==> src/dptx_msa_params.svh <==
// ----------------------------------------
// DP TX MSA inserter constants
// Link geometry, RAM sizing, read counts
// and the control symbol codes
// ----------------------------------------
`ifndef DPTX_MSA_PARAMS_SVH
`define DPTX_MSA_PARAMS_SVH

// Link geometry
`define MSA_LANES       4
`define MSA_SPL         2
`define MSA_NUM_RAM     8               // Lanes times symbols per lane
`define MSA_RAM_ADR     5
`define MSA_SYM_W       9               // K flag plus byte

// Message
`define MSA_MSG_IDX     5
`define MSA_MSG_DAT     16

`define MSA_IDLE_MAX    8190            // Idle symbols between sequences

// RAM addresses read per vsync
`define MSA_RD_CNT_4L   6
`define MSA_RD_CNT_2L   11
`define MSA_RD_CNT_1L   20

`define MSA_BS_CNT_EFM  3               // Beats per enhanced sequence
`define MSA_BS_CNT_NRM  2
`define MSA_SYM_BS      9'h1bc          // K28.5
`define MSA_SYM_BF      9'h1f7          // K23.7
`define MSA_VBID_NOVID  8'h09

`endif

==> src/dptx_msa_pkg.sv <==
// ----------------------------------------
// DP TX MSA types
// Message word, link symbol, link beat
// and RAM readout bundle
// ----------------------------------------
`default_nettype none

`include "dptx_msa_params.svh"

package dptx_msa_pkg;

    // 1 is one lane, 2 two lanes, 3 four lanes
    typedef logic [1:0] lane_mode_t;

    typedef struct packed {
        logic [`MSA_MSG_IDX-1:0]    idx;    // Word index within the block
        logic                       first;
        logic                       last;
        logic [`MSA_MSG_DAT-1:0]    dat;
        logic                       vld;
    } msa_msg_t;

    // Symbol as sent on a lane
    typedef struct packed {
        logic                       k;
        logic [7:0]                 dat;
    } sym_ks_t;

    // Same RAM word, seen raw or as k flag and byte
    typedef union packed {
        logic [`MSA_SYM_W-1:0]      raw;
        sym_ks_t                    ks;
    } sym_t;

    typedef sym_t [`MSA_LANES-1:0][`MSA_SPL-1:0] lnk_beat_t;

    typedef struct packed {
        sym_t [`MSA_NUM_RAM-1:0]    dat;    // Index is lane * spl + sublane
        logic                       de;
    } msa_rd_t;

endpackage

`default_nettype wire

==> src/dptx_msa_top.sv <==
// ----------------------------------------
// DP TX MSA inserter
// Stores the MSA block from messages and
// inserts it and the blanking start
// sequences into the four lane link
// ----------------------------------------
`default_nettype none

`include "dptx_msa_params.svh"

module dptx_msa_top
(
    input wire                              LNK_CLK_IN,
    input wire                              LNK_RST_IN,
    input wire dptx_msa_pkg::lane_mode_t    lanes,
    input wire                              efm,
    input wire                              vid_en,
    input wire                              vs,
    input wire                              vbf,
    input wire                              bs,
    input wire [7:0]                        mvid_lsb,
    input wire dptx_msa_pkg::msa_msg_t      msg,
    input wire dptx_msa_pkg::lnk_beat_t     lnk_in,
    output dptx_msa_pkg::lnk_beat_t         lnk_out
);

    import dptx_msa_pkg::*;

    logic [`MSA_NUM_RAM-1:0]    wr;
    logic [`MSA_RAM_ADR-1:0]    wp;
    sym_t                       din;
    lane_mode_t                 lanes_q;    // Registered lane mode
    logic                       efm_q;
    logic                       run;
    logic                       vs_re;
    logic                       vbf_q;
    logic [1:0]                 bs_cnt;
    logic                       bs_end;
    msa_rd_t                    rd;

    msa_frame_ctl u_frame_ctl
    (
        .LNK_CLK_IN (LNK_CLK_IN),
        .LNK_RST_IN (LNK_RST_IN),
        .lanes_in   (lanes),
        .efm_in     (efm),
        .vid_en     (vid_en),
        .vs         (vs),
        .vbf        (vbf),
        .bs         (bs),
        .lanes      (lanes_q),
        .efm        (efm_q),
        .run        (run),
        .vs_re      (vs_re),
        .vbf_q      (vbf_q),
        .bs_cnt     (bs_cnt),
        .bs_end     (bs_end)
    );

    msa_msg_writer u_msg_writer
    (
        .LNK_CLK_IN (LNK_CLK_IN),
        .LNK_RST_IN (LNK_RST_IN),
        .lanes      (lanes_q),
        .msg        (msg),
        .wr         (wr),
        .wp         (wp),
        .din        (din)
    );

    msa_store u_store
    (
        .LNK_CLK_IN (LNK_CLK_IN),
        .LNK_RST_IN (LNK_RST_IN),
        .wr         (wr),
        .wp         (wp),
        .din        (din),
        .lanes      (lanes_q),
        .vs_re      (vs_re),
        .rd         (rd)
    );

    msa_link_mux u_link_mux
    (
        .LNK_CLK_IN (LNK_CLK_IN),
        .rd         (rd),
        .run        (run),
        .efm        (efm_q),
        .vbf_q      (vbf_q),
        .bs_cnt     (bs_cnt),
        .bs_end     (bs_end),
        .mvid_lsb   (mvid_lsb),
        .lnk_in     (lnk_in),
        .lnk_out    (lnk_out)
    );

endmodule

`default_nettype wire

==> src/msa_frame_ctl.sv <==
// ----------------------------------------
// MSA frame control
// Input registers, run flag, vsync edge,
// idle timer and blanking start countdown
// ----------------------------------------
`default_nettype none

`include "dptx_msa_params.svh"

module msa_frame_ctl
(
    input wire                              LNK_CLK_IN,
    input wire                              LNK_RST_IN,
    input wire dptx_msa_pkg::lane_mode_t    lanes_in,
    input wire                              efm_in,
    input wire                              vid_en,
    input wire                              vs,
    input wire                              vbf,
    input wire                              bs,
    output dptx_msa_pkg::lane_mode_t        lanes,
    output logic                            efm,
    output logic                            run,
    output logic                            vs_re,
    output logic                            vbf_q,
    output logic [1:0]                      bs_cnt,
    output logic                            bs_end
);

    logic           en_q;
    logic           vs_q;
    logic           vs_d;
    logic           bs_q;
    logic [12:0]    idle_cnt;
    logic           idle_ld;    // Idle period elapsed

    always_ff @(posedge LNK_CLK_IN, posedge LNK_RST_IN)
    begin
        if (LNK_RST_IN)
        begin
            lanes    <= '0;
            efm      <= 1'b0;
            en_q     <= 1'b0;
            vs_q     <= 1'b0;
            vs_d     <= 1'b0;
            vs_re    <= 1'b0;
            vbf_q    <= 1'b0;
            bs_q     <= 1'b0;
            run      <= 1'b0;
            idle_cnt <= '0;
            idle_ld  <= 1'b0;
        end
        else
        begin
            lanes <= lanes_in;
            efm   <= efm_in;
            en_q  <= vid_en;
            vs_q  <= vs;
            vbf_q <= vbf;
            bs_q  <= bs;
            vs_d  <= vs_q;
            vs_re <= vs_q & ~vs_d;              // Registered rising edge

            if (!en_q)
                run <= 1'b0;
            else if (vs_re)
                run <= 1'b1;                    // Video starts at a frame boundary

            // Free running while no video
            idle_ld <= 1'b0;
            if (run)
                idle_cnt <= '0;
            else if (idle_cnt >= 13'(`MSA_IDLE_MAX))
            begin
                idle_cnt <= '0;
                idle_ld  <= 1'b1;
            end
            else
                idle_cnt <= idle_cnt + 13'(`MSA_SPL);
        end
    end

    always_ff @(posedge LNK_CLK_IN, posedge LNK_RST_IN)
    begin
        if (LNK_RST_IN)
            bs_cnt <= '0;
        else if (idle_ld || (bs_q && run))
            bs_cnt <= efm ? 2'(`MSA_BS_CNT_EFM) : 2'(`MSA_BS_CNT_NRM);
        else if (!bs_end)
            bs_cnt <= bs_cnt - 1'b1;
    end

    assign bs_end = (bs_cnt == 2'd0);

endmodule

`default_nettype wire

==> src/msa_link_mux.sv <==
// ----------------------------------------
// MSA link mux
// Output beat register choosing MSA data,
// blanking start symbols or link input
// ----------------------------------------
`default_nettype none

`include "dptx_msa_params.svh"

module msa_link_mux
(
    input wire                              LNK_CLK_IN,
    input wire dptx_msa_pkg::msa_rd_t       rd,
    input wire                              run,
    input wire                              efm,
    input wire                              vbf_q,
    input wire [1:0]                        bs_cnt,
    input wire                              bs_end,
    input wire [7:0]                        mvid_lsb,
    input wire dptx_msa_pkg::lnk_beat_t     lnk_in,
    output dptx_msa_pkg::lnk_beat_t         lnk_out
);

    import dptx_msa_pkg::*;

    logic [7:0]             vbid;
    logic [7:0]             mvid;
    sym_t [`MSA_SPL-1:0]    bs_sym;     // Same beat on every lane

    assign vbid = run ? {7'b0, vbf_q} : `MSA_VBID_NOVID;
    assign mvid = run ? mvid_lsb : 8'h00;

    always_comb
    begin
        bs_sym = '0;
        if (efm)
        begin
            case (bs_cnt)
                2'd3 :
                begin
                    bs_sym[0].raw = `MSA_SYM_BS;
                    bs_sym[1].raw = `MSA_SYM_BF;
                end
                2'd2 :
                begin
                    bs_sym[0].raw = `MSA_SYM_BF;
                    bs_sym[1].raw = `MSA_SYM_BS;
                end
                default :
                begin
                    bs_sym[0].ks.dat = vbid;
                    bs_sym[1].ks.dat = mvid;
                end
            endcase
        end
        else if (bs_cnt == 2'd2)
        begin
            bs_sym[0].raw    = `MSA_SYM_BS;
            bs_sym[1].ks.k   = 1'b0;
            bs_sym[1].ks.dat = vbid;
        end
        else
            bs_sym[0].ks.dat = mvid;            // Second symbol stays zero
    end

    // MSA readout wins over a pending sequence
    always_ff @(posedge LNK_CLK_IN)
    begin
        if (rd.de)
        begin
            for (int l = 0; l < `MSA_LANES; l++)
                for (int s = 0; s < `MSA_SPL; s++)
                    lnk_out[l][s] <= rd.dat[l*`MSA_SPL + s];
        end
        else if (!bs_end)
        begin
            for (int l = 0; l < `MSA_LANES; l++)
                lnk_out[l] <= bs_sym;
        end
        else
            lnk_out <= lnk_in;
    end

endmodule

`default_nettype wire

==> src/msa_msg_writer.sv <==
// ----------------------------------------
// MSA message writer
// Spreads message words over the lane and
// sublane RAMs and steps the write pointer
// ----------------------------------------
`default_nettype none

`include "dptx_msa_params.svh"

module msa_msg_writer
(
    input wire                              LNK_CLK_IN,
    input wire                              LNK_RST_IN,
    input wire dptx_msa_pkg::lane_mode_t    lanes,
    input wire dptx_msa_pkg::msa_msg_t      msg,
    output logic [`MSA_NUM_RAM-1:0]         wr,
    output logic [`MSA_RAM_ADR-1:0]         wp,
    output dptx_msa_pkg::sym_t              din
);

    logic [2:0] sel;        // RAM number, lane * 2 + sublane
    logic [2:0] top_sel;    // Highest active RAM

    // Lane is idx mod L, sublane the next index bit
    always_comb
    begin
        case (lanes)
            2'd3    : sel = {msg.idx[1:0], msg.idx[2]};
            2'd2    : sel = {1'b0, msg.idx[0], msg.idx[1]};
            default : sel = {2'b00, msg.idx[0]};
        endcase
    end

    assign top_sel = {(lanes == 2'd3), lanes[1], 1'b1};   // 7, 3 or 1

    always_comb
    begin
        wr = '0;
        if (msg.vld)
            wr[sel] = 1'b1;
    end

    always_comb
        din.raw = msg.dat[`MSA_SYM_W-1:0];

    always_ff @(posedge LNK_CLK_IN, posedge LNK_RST_IN)
    begin
        if (LNK_RST_IN)
            wp <= '0;
        else if (msg.vld && msg.last)
            wp <= '0;                       // Ready for the next block
        else if (wr[top_sel])
            wp <= wp + 1'b1;
    end

endmodule

`default_nettype wire

==> src/msa_store.sv <==
// ----------------------------------------
// MSA store
// Eight sublane memories with a shared
// read port, read out after each vsync
// ----------------------------------------
`default_nettype none

`include "dptx_msa_params.svh"

module msa_store
(
    input wire                              LNK_CLK_IN,
    input wire                              LNK_RST_IN,
    input wire [`MSA_NUM_RAM-1:0]           wr,
    input wire [`MSA_RAM_ADR-1:0]           wp,
    input wire dptx_msa_pkg::sym_t          din,
    input wire dptx_msa_pkg::lane_mode_t    lanes,
    input wire                              vs_re,
    output dptx_msa_pkg::msa_rd_t           rd
);

    import dptx_msa_pkg::*;

    logic [`MSA_RAM_ADR-1:0]    rd_cnt;
    logic [`MSA_RAM_ADR-1:0]    rp;
    logic                       rd_en;
    logic                       de;
    sym_t                       dout [0:`MSA_NUM_RAM-1];

    generate
        for (genvar i = 0; i < `MSA_NUM_RAM; i++)
        begin : gen_ram
            sym_t mem [0:(1 << `MSA_RAM_ADR)-1];

            always_ff @(posedge LNK_CLK_IN)
            begin
                if (wr[i])
                    mem[wp] <= din;
                if (rd_en)
                    dout[i] <= mem[rp];     // One cycle read latency
            end
        end
    endgenerate

    assign rd_en = (rd_cnt != '0);

    always_ff @(posedge LNK_CLK_IN, posedge LNK_RST_IN)
    begin
        if (LNK_RST_IN)
        begin
            rd_cnt <= '0;
            rp     <= '0;
            de     <= 1'b0;
        end
        else
        begin
            de <= rd_en;
            if (vs_re)
            begin
                rp <= '0;
                case (lanes)
                    2'd3    : rd_cnt <= `MSA_RAM_ADR'(`MSA_RD_CNT_4L);
                    2'd2    : rd_cnt <= `MSA_RAM_ADR'(`MSA_RD_CNT_2L);
                    default : rd_cnt <= `MSA_RAM_ADR'(`MSA_RD_CNT_1L);
                endcase
            end
            else if (rd_en)
            begin
                rp     <= rp + 1'b1;
                rd_cnt <= rd_cnt - 1'b1;
            end
        end
    end

    always_comb
    begin
        for (int i = 0; i < `MSA_NUM_RAM; i++)
            rd.dat[i] = dout[i];
        rd.de = de;
    end

endmodule

`default_nettype wire

==> config.mk <==
export PLATFORM = sky130hd
export DESIGN_NAME = dptx_msa_top
export DESIGN_NICKNAME = d
export VERILOG_FILES = /design/src/dptx_msa_pkg.sv /design/src/dptx_msa_top.sv /design/src/msa_frame_ctl.sv /design/src/msa_link_mux.sv /design/src/msa_msg_writer.sv /design/src/msa_store.sv
export VERILOG_INCLUDE_DIRS = /design/src
export SDC_FILE = /design/constraint.sdc
export NUM_CORES = 2
export LEC_CHECK = 0
export BUFFER_PORTS_ARGS = -buffer_cell sky130_fd_sc_hd__buf_2
export CAP_MARGIN = 20
export CORE_MARGIN = 2
export CORE_UTILIZATION = 45
export CTS_CLUSTER_DIAMETER = 150
export DETAILED_ROUTE_END_ITERATION = 16
export SYNTH_ARGS = -nofsm -noshare
export SYNTH_HDL_FRONTEND = slang
export SYNTH_SLANG_ARGS = --single-unit
==> constraint.sdc <==
create_clock -name LNK_CLK_IN -period 7.2 [get_ports LNK_CLK_IN]
set_input_delay 1.08 -clock LNK_CLK_IN [delete_from_list [all_inputs] [get_ports LNK_CLK_IN]]
set_output_delay 1.08 -clock LNK_CLK_IN [all_outputs]
set_load 0.005 [all_outputs]
==> Word level (Yosys, flattened, before mapping) <==
Memories as Yosys holds them, arrays and structs flattened.
Cells that the tools add are included.
{ "op_classes": {"eq_ne": 6, "shifts": 0, "mul": 0, "mux": 50, "bitwise": 2, "n_reduce_logical": 9, "order_cmp": 4, "add_sub_neg": 5, "n_div": 0} }
{ "op_table": {"columns": ["cell", "count"], "rows": [
  ["$mux W72", 2],
  ["$pmux W8 S2", 2],
  ["$mux W5", 6],
  ["$mux W1", 26],
  ["$mux W13", 2],
  ["$mux W8", 3],
  ["$mux W18", 1],
  ["$add A13 B2 Y13 const B", 1],
  ["$ge A13 B13 Y1 const B", 1],
  ["$add A5 B1 Y5 const B", 2],
  ["$pmux W5 S2", 1],
  ["$mux W9", 1],
  ["$eq A2 B2 Y1 const B", 4],
  ["$lt A3 B4 Y1 const B", 2],
  ["$pmux W3 S2", 1],
  ["$reduce_bool A5 Y1", 1],
  ["$sub A5 B1 Y5 const B", 1],
  ["$mux W2", 2],
  ["$mux W4", 1],
  ["$reduce_bool A2 Y1", 2],
  ["$demux W1 S3", 1],
  ["$ge A3 B1 Y1 const B", 1],
  ["$logic_and A1 B1 Y1", 3],
  ["$bmux W1 S2", 1],
  ["8 further kinds", 8]
]} }
{ "word_totals": {"memories": 9, "word_cells": 109, "reg_bits": 114, "output_inout_bits": 72, "romBits": 0, "inputBits": 113, "latchBits": 0, "ramBits": 2376} }
{ "mem_list": {"columns": ["name", "words", "width", "read_ports", "rd_clocked_by_memory_dff", "write_ports", "line", "rtl"], "rows": [
  ["u_store.gen_ram[0].mem", 32, 9, 1, 0, 1, "msa_store.sv:33", "sym_t mem [0:(1 << `MSA_RAM_ADR)-1];"],
  ["u_store.gen_ram[1].mem", 32, 9, 1, 0, 1, "msa_store.sv:33", null],
  ["u_store.gen_ram[2].mem", 32, 9, 1, 0, 1, "msa_store.sv:33", null],
  ["u_store.gen_ram[3].mem", 32, 9, 1, 0, 1, "msa_store.sv:33", null],
  ["u_store.gen_ram[4].mem", 32, 9, 1, 0, 1, "msa_store.sv:33", null],
  ["u_store.gen_ram[5].mem", 32, 9, 1, 0, 1, "msa_store.sv:33", null],
  ["3 more memories", null, null, null, null, null, null, null]
]} }

==> Logic depth before layout (Yosys ltp) <==
{ "depth": {"depth_word": 11, "depth_mapped": 9, "ltp_nobuf": 7} }

==> Hierarchy <==
From an unflattened synthesis, not the netlist that was laid out.
{ "unflattened": {"hier_cells": 4684, "area_unflattened_um2": 95769.4} }
{ "modules_own_cells": {"columns": ["module", "n_inst", "seq_area_each_um2", "area_per_inst_um2", "cells_each"], "rows": [
  ["msa_store", 1, 71623.7, 91446.5, 4232],
  ["msa_link_mux", 1, 1441.4, 2842.7, 313],
  ["msa_frame_ctl", 1, 625.6, 1036.0, 85],
  ["msa_msg_writer", 1, 125.1, 444.2, 54]
]} }

==> Least setup slack after synthesis <==
No wires, ideal clock.
{ "synth_timing": {"path_type": "register -> register", "from": "reg u_store.rd_cnt[0]", "to": "reg u_store.rp[4]", "setup_slack_ns": 3.679, "path_buffers": 0, "setup_time_ns": 0.134, "arrival_time_ns": 3.387, "required_ns": 7.066, "synth_period_minus_slack_ns": 3.521, "path_stages_with_launch": 8, "path_cell_list": "dfrtp_1 -> inv_1 -> ha_1 -> nor4b_2 -> clkinv_1 -> nand4_1 -> xor2_1 -> nor2_1"} }
{ "synth_via": {"elab_chain_len": 2} }
{ "synth_rtl": {"columns": ["element", "line", "rtl"], "rows": [
  ["start, declared", "msa_store.sv:24", "logic [`MSA_RAM_ADR-1:0] rd_cnt;"],
  ["start signal, assigned", "msa_store.sv:62", "2'd3 : rd_cnt <= `MSA_RAM_ADR'(`MSA_RD_CNT_4L);"],
  ["start signal, assigned", "msa_store.sv:63", "2'd2 : rd_cnt <= `MSA_RAM_ADR'(`MSA_RD_CNT_2L);"],
  ["start signal, assigned", "msa_store.sv:64", "default : rd_cnt <= `MSA_RAM_ADR'(`MSA_RD_CNT_1L);"],
  ["$reduce_bool A5 Y1", "msa_store.sv:45", "assign rd_en = (rd_cnt != '0);"],
  ["named net u_store.rd_en", "msa_store.sv:26", "logic rd_en;"],
  ["$reduce_bool A2 Y1 (no line)", null, null],
  ["end signal, assigned", "msa_store.sv:69", "rp <= rp + 1'b1;"],
  ["end, declared", "msa_store.sv:25", "logic [`MSA_RAM_ADR-1:0] rp;"]
]} }
The timed path passes the listed nets, and every way through them passes these cells.
A chain may end at the register's enable or synchronous reset.

==> metrics.yaml <==
numPortBuffers: 174
cts_tree: "yes"
start_util_pct: 45.37
drv_slew: 0
hold_path_depth: 1
maxCapViolCount: 0
fin_skew_ns: 0.02870
overflow: 0
synthFlopType: "edfxtp_1"
cp_num_buf_inv: 2
tightest_slew_ns: 1.303
place_hpwl_um: 153900
area_growth_pct: 11.91
routed_wl_um: 258000
ff2ff_path_depth: 6
cts_buffers: 234
cts_buffer_depth: 3
cp_slowest_stage_delay_ns: 0.83
vdd_ir_drop_max_v: 0.0002538
synth_seq_cells: 2489
clock-sinks: 2489
track_usage_pct: 23.71
cts_hold_buf: 0
drive_above_1_share_pct: 22.11
fmax_ghz: 0.2365
drt_iter0_drc: 6306
r2r-end: "u_store.dout[1][14]$_DFFE_PP_"
via_per_inst: 6.045
antenna_left: 0
dr_total_vias: 48350
min_from: "vid_en"
r2r_start: "u_store.rp[0]$_DFFE_PP0P_"
path_cells: "buf_4, buf_4, mux4_2, a22o_1, nor4b_1, nor3_1"
timing.hold.ws_ns: 0.3112
cp_max_fo: 49
synth-edff-count: 2376
cpMostUsedCell: "buf_4"
cp.depth: 6
grt_pass1_wl_um: 362600
path_delay_family: "buffers and inverters"
startpoint_type: "flip-flop"
routabilityCongestion: 0.8349
finalCritPeriodShare_pct: 58.73
cts_root_buffer: "clkbuf_16"
min_to: "u_frame_ctl.en_q$_DFF_PP0_"
synth_top_area_cell: "edfxtp_1"
antenna_found_initial: 14
first_global_vias: 47630
critPathKind: "flip-flop to flip-flop"
synth_top_area_share_pct: 74.90
fillCellCount: 16690
cp.required_ns: 7.81
worst_hold_path_type: "input pin to flip-flop"
die_h_um: 464.1
fp.coreArea_um2: 210000
crit_slowest_cell: "buf_4"
reg2reg_setup_slack_ns: 2.97
yosysMostFrequentCell: "edfxtp_1"
num_io_pins: 185
avgSynthCellArea_um2: 20.05
placedCellCount: 7548
yosys_warnings: 0
powerDensity_nw_per_um2: 353.1
synthArstFlopShare_pct: 1.647
die_area_um2: 215400
p_leak_uw: 0.03340
first_pass_iters: 6
setup_tns_ns: 0
stdcell_count: 7998
die_w_um: 464.1
synth_cell_types: 58
row_count: 168
min_period_ns: 4.228
drc: 0
nets: 5110
final-setup-viol-count: 0
synthesis.nets: 4877
yosys-top-cells-count: "2,376 x edfxtp_1, 437 x mux4_2, 293 x nor2_1, 226 x mux2i_1, 166 x a21oi_1"
arrival_ns: 4.83
clk_latency_ns: 0.88
end_kind: "flip-flop"
synth_area_um2: 95260
rsz0062_at_grt: "false"
yosysSeqAreaShare_pct: 77.49
hold_viol_final: 0
clkTransAtPathRegs_ns: 0.06
grt_max_degree: 173
wire_per_inst_um: 32.26
slew_headroom_pct: 12.92
synth_cells: 4752
synthTopCellsByArea: "edfxtp_1 75%, mux4_2 10%, mux2i_1 2.4%"
post_cts_buffers: 0
cts_resized: 0
htreeDepth: 4
status: "finished, final reports clean"
-- routing by layer --
metal  share of wire (%)  vias to the layer above  track usage (%)
met1                  41                    25810            33.38
met5              0.0050                        -                0
met3                 7.9                      366            4.040
met4                 3.0                        2            7.650
li1                    -                    19990                -
met2                  48                     2192            37.84
-- sequential cells by signal, summed over array words and instances (netlist names) --
register / count
u_store.gen_ram.mem: 2304
u_link_mux.lnk_out: 72
u_store.dout: 72
u_frame_ctl.idle_cnt: 12
u_msg_writer.wp: 5
u_store.rd_cnt: 5
u_store.rp: 5
u_frame_ctl.bs_cnt: 2
u_frame_ctl.lanes: 2
u_frame_ctl.bs_q: 1
u_frame_ctl.efm: 1
u_frame_ctl.en_q: 1
u_frame_ctl.idle_ld: 1
u_frame_ctl.run: 1
u_frame_ctl.vbf_q: 1
u_frame_ctl.vs_d: 1
u_frame_ctl.vs_q: 1
u_frame_ctl.vs_re: 1
u_store.de: 1
-- stage by stage --
step | instance area (um2) | worst slack (ns) | utilization [%] | total power (uW)
finish | 106600 | 2.972 | 50.77 | 37640
global route | 106600 | 2.781 | 50.76 | 38820
CTS | 106500 | 2.971 | 50.73 | 37830
detailed placement | 99300 | 2.981 | 47.29 | 26210
global placement | 99290 | 2.991 | 47.28 | 26140
floorplan | 95260 | 3.679 | - | 22900
-- cell families (layout without fill, tap and decap cells) --
family                   count (synthesis)  after routing  synth area share, %
AO/OA/AOI/OAI                          570            570                4.055
XOR/XNOR                                17             17               0.1563
adder cells (fa/ha/maj)                 12             12               0.1576
buffers and inverters                  290            725                1.564
flip-flops                            2489           2489                77.49
multiplexers                           723            723                13.42
other                                    0              6                    0
AND/OR/NAND/NOR                        651            651                3.167
-- final cells by class --
type / instances / area [um2] / share of cell area, %
sequential: 2489 / 73840 / 69.26
multi-input combinational: 1973 / 20120 / 18.87
clock buffer: 317 / 6306 / 5.915
tap: 2805 / 3510 / 3.292
timing repair buffer: 273 / 1844 / 1.730
clock inverter: 121 / 919.6 / 0.8626
inverter: 14 / 55.05 / 0.05164
antenna: 6 / 15.01 / 0.01408
-- cell usage in the layout (no fill, tap or decap), types with 86 or more instances in the layout --
cell	count
a21oi_1	166
buf_2	166
buf_4	86
clkbuf_16	237
edfxtp_1	2376
mux2i_1	226
mux4_2	437
nand2_1	142
nor2_1	291
o22ai_1	163
-- worst reg2reg max path, cell delays in order (launching register included) --
cell,delay (ns)
dfrtp_4,0.76
buf_4,0.70
buf_4,0.87
mux4_2,0.61
a22o_1,0.20
nor4b_1,0.71
nor3_1,0.10
-- report_power, final --
group | switching [uW] | internal [uW] | total (uW)
Clock | 5310 | 6450 | 11800
Sequential | 674 | 16500 | 17200
Combinational | 5050 | 3640 | 8700
Total | 11000 | 26600 | 37600
-- how the worst max path moves through the flow --
| stage | from | to |
|---|---|---|
| 5_1_grt | u_store.rp[0]$_DFFE_PP0P_ | u_store.dout[1][14]$_DFFE_PP_ |
| 3_5_place_dp | u_store.rp[0]$_DFFE_PP0P_ | u_store.dout[1][14]$_DFFE_PP_ |
| 3_3_place_gp | u_store.rp[0]$_DFFE_PP0P_ | u_store.dout[1][14]$_DFFE_PP_ |
| 6_report | u_store.rp[0]$_DFFE_PP0P_ | u_store.dout[1][14]$_DFFE_PP_ |
| 4_1_cts | u_store.rp[0]$_DFFE_PP0P_ | u_store.dout[1][14]$_DFFE_PP_ |
| 2_1_floorplan | u_store.rd_cnt[0]$_DFFE_PP0P_ | u_store.rp[4]$_DFFE_PP0P_ |
Power figures use the tool's default switching activity.
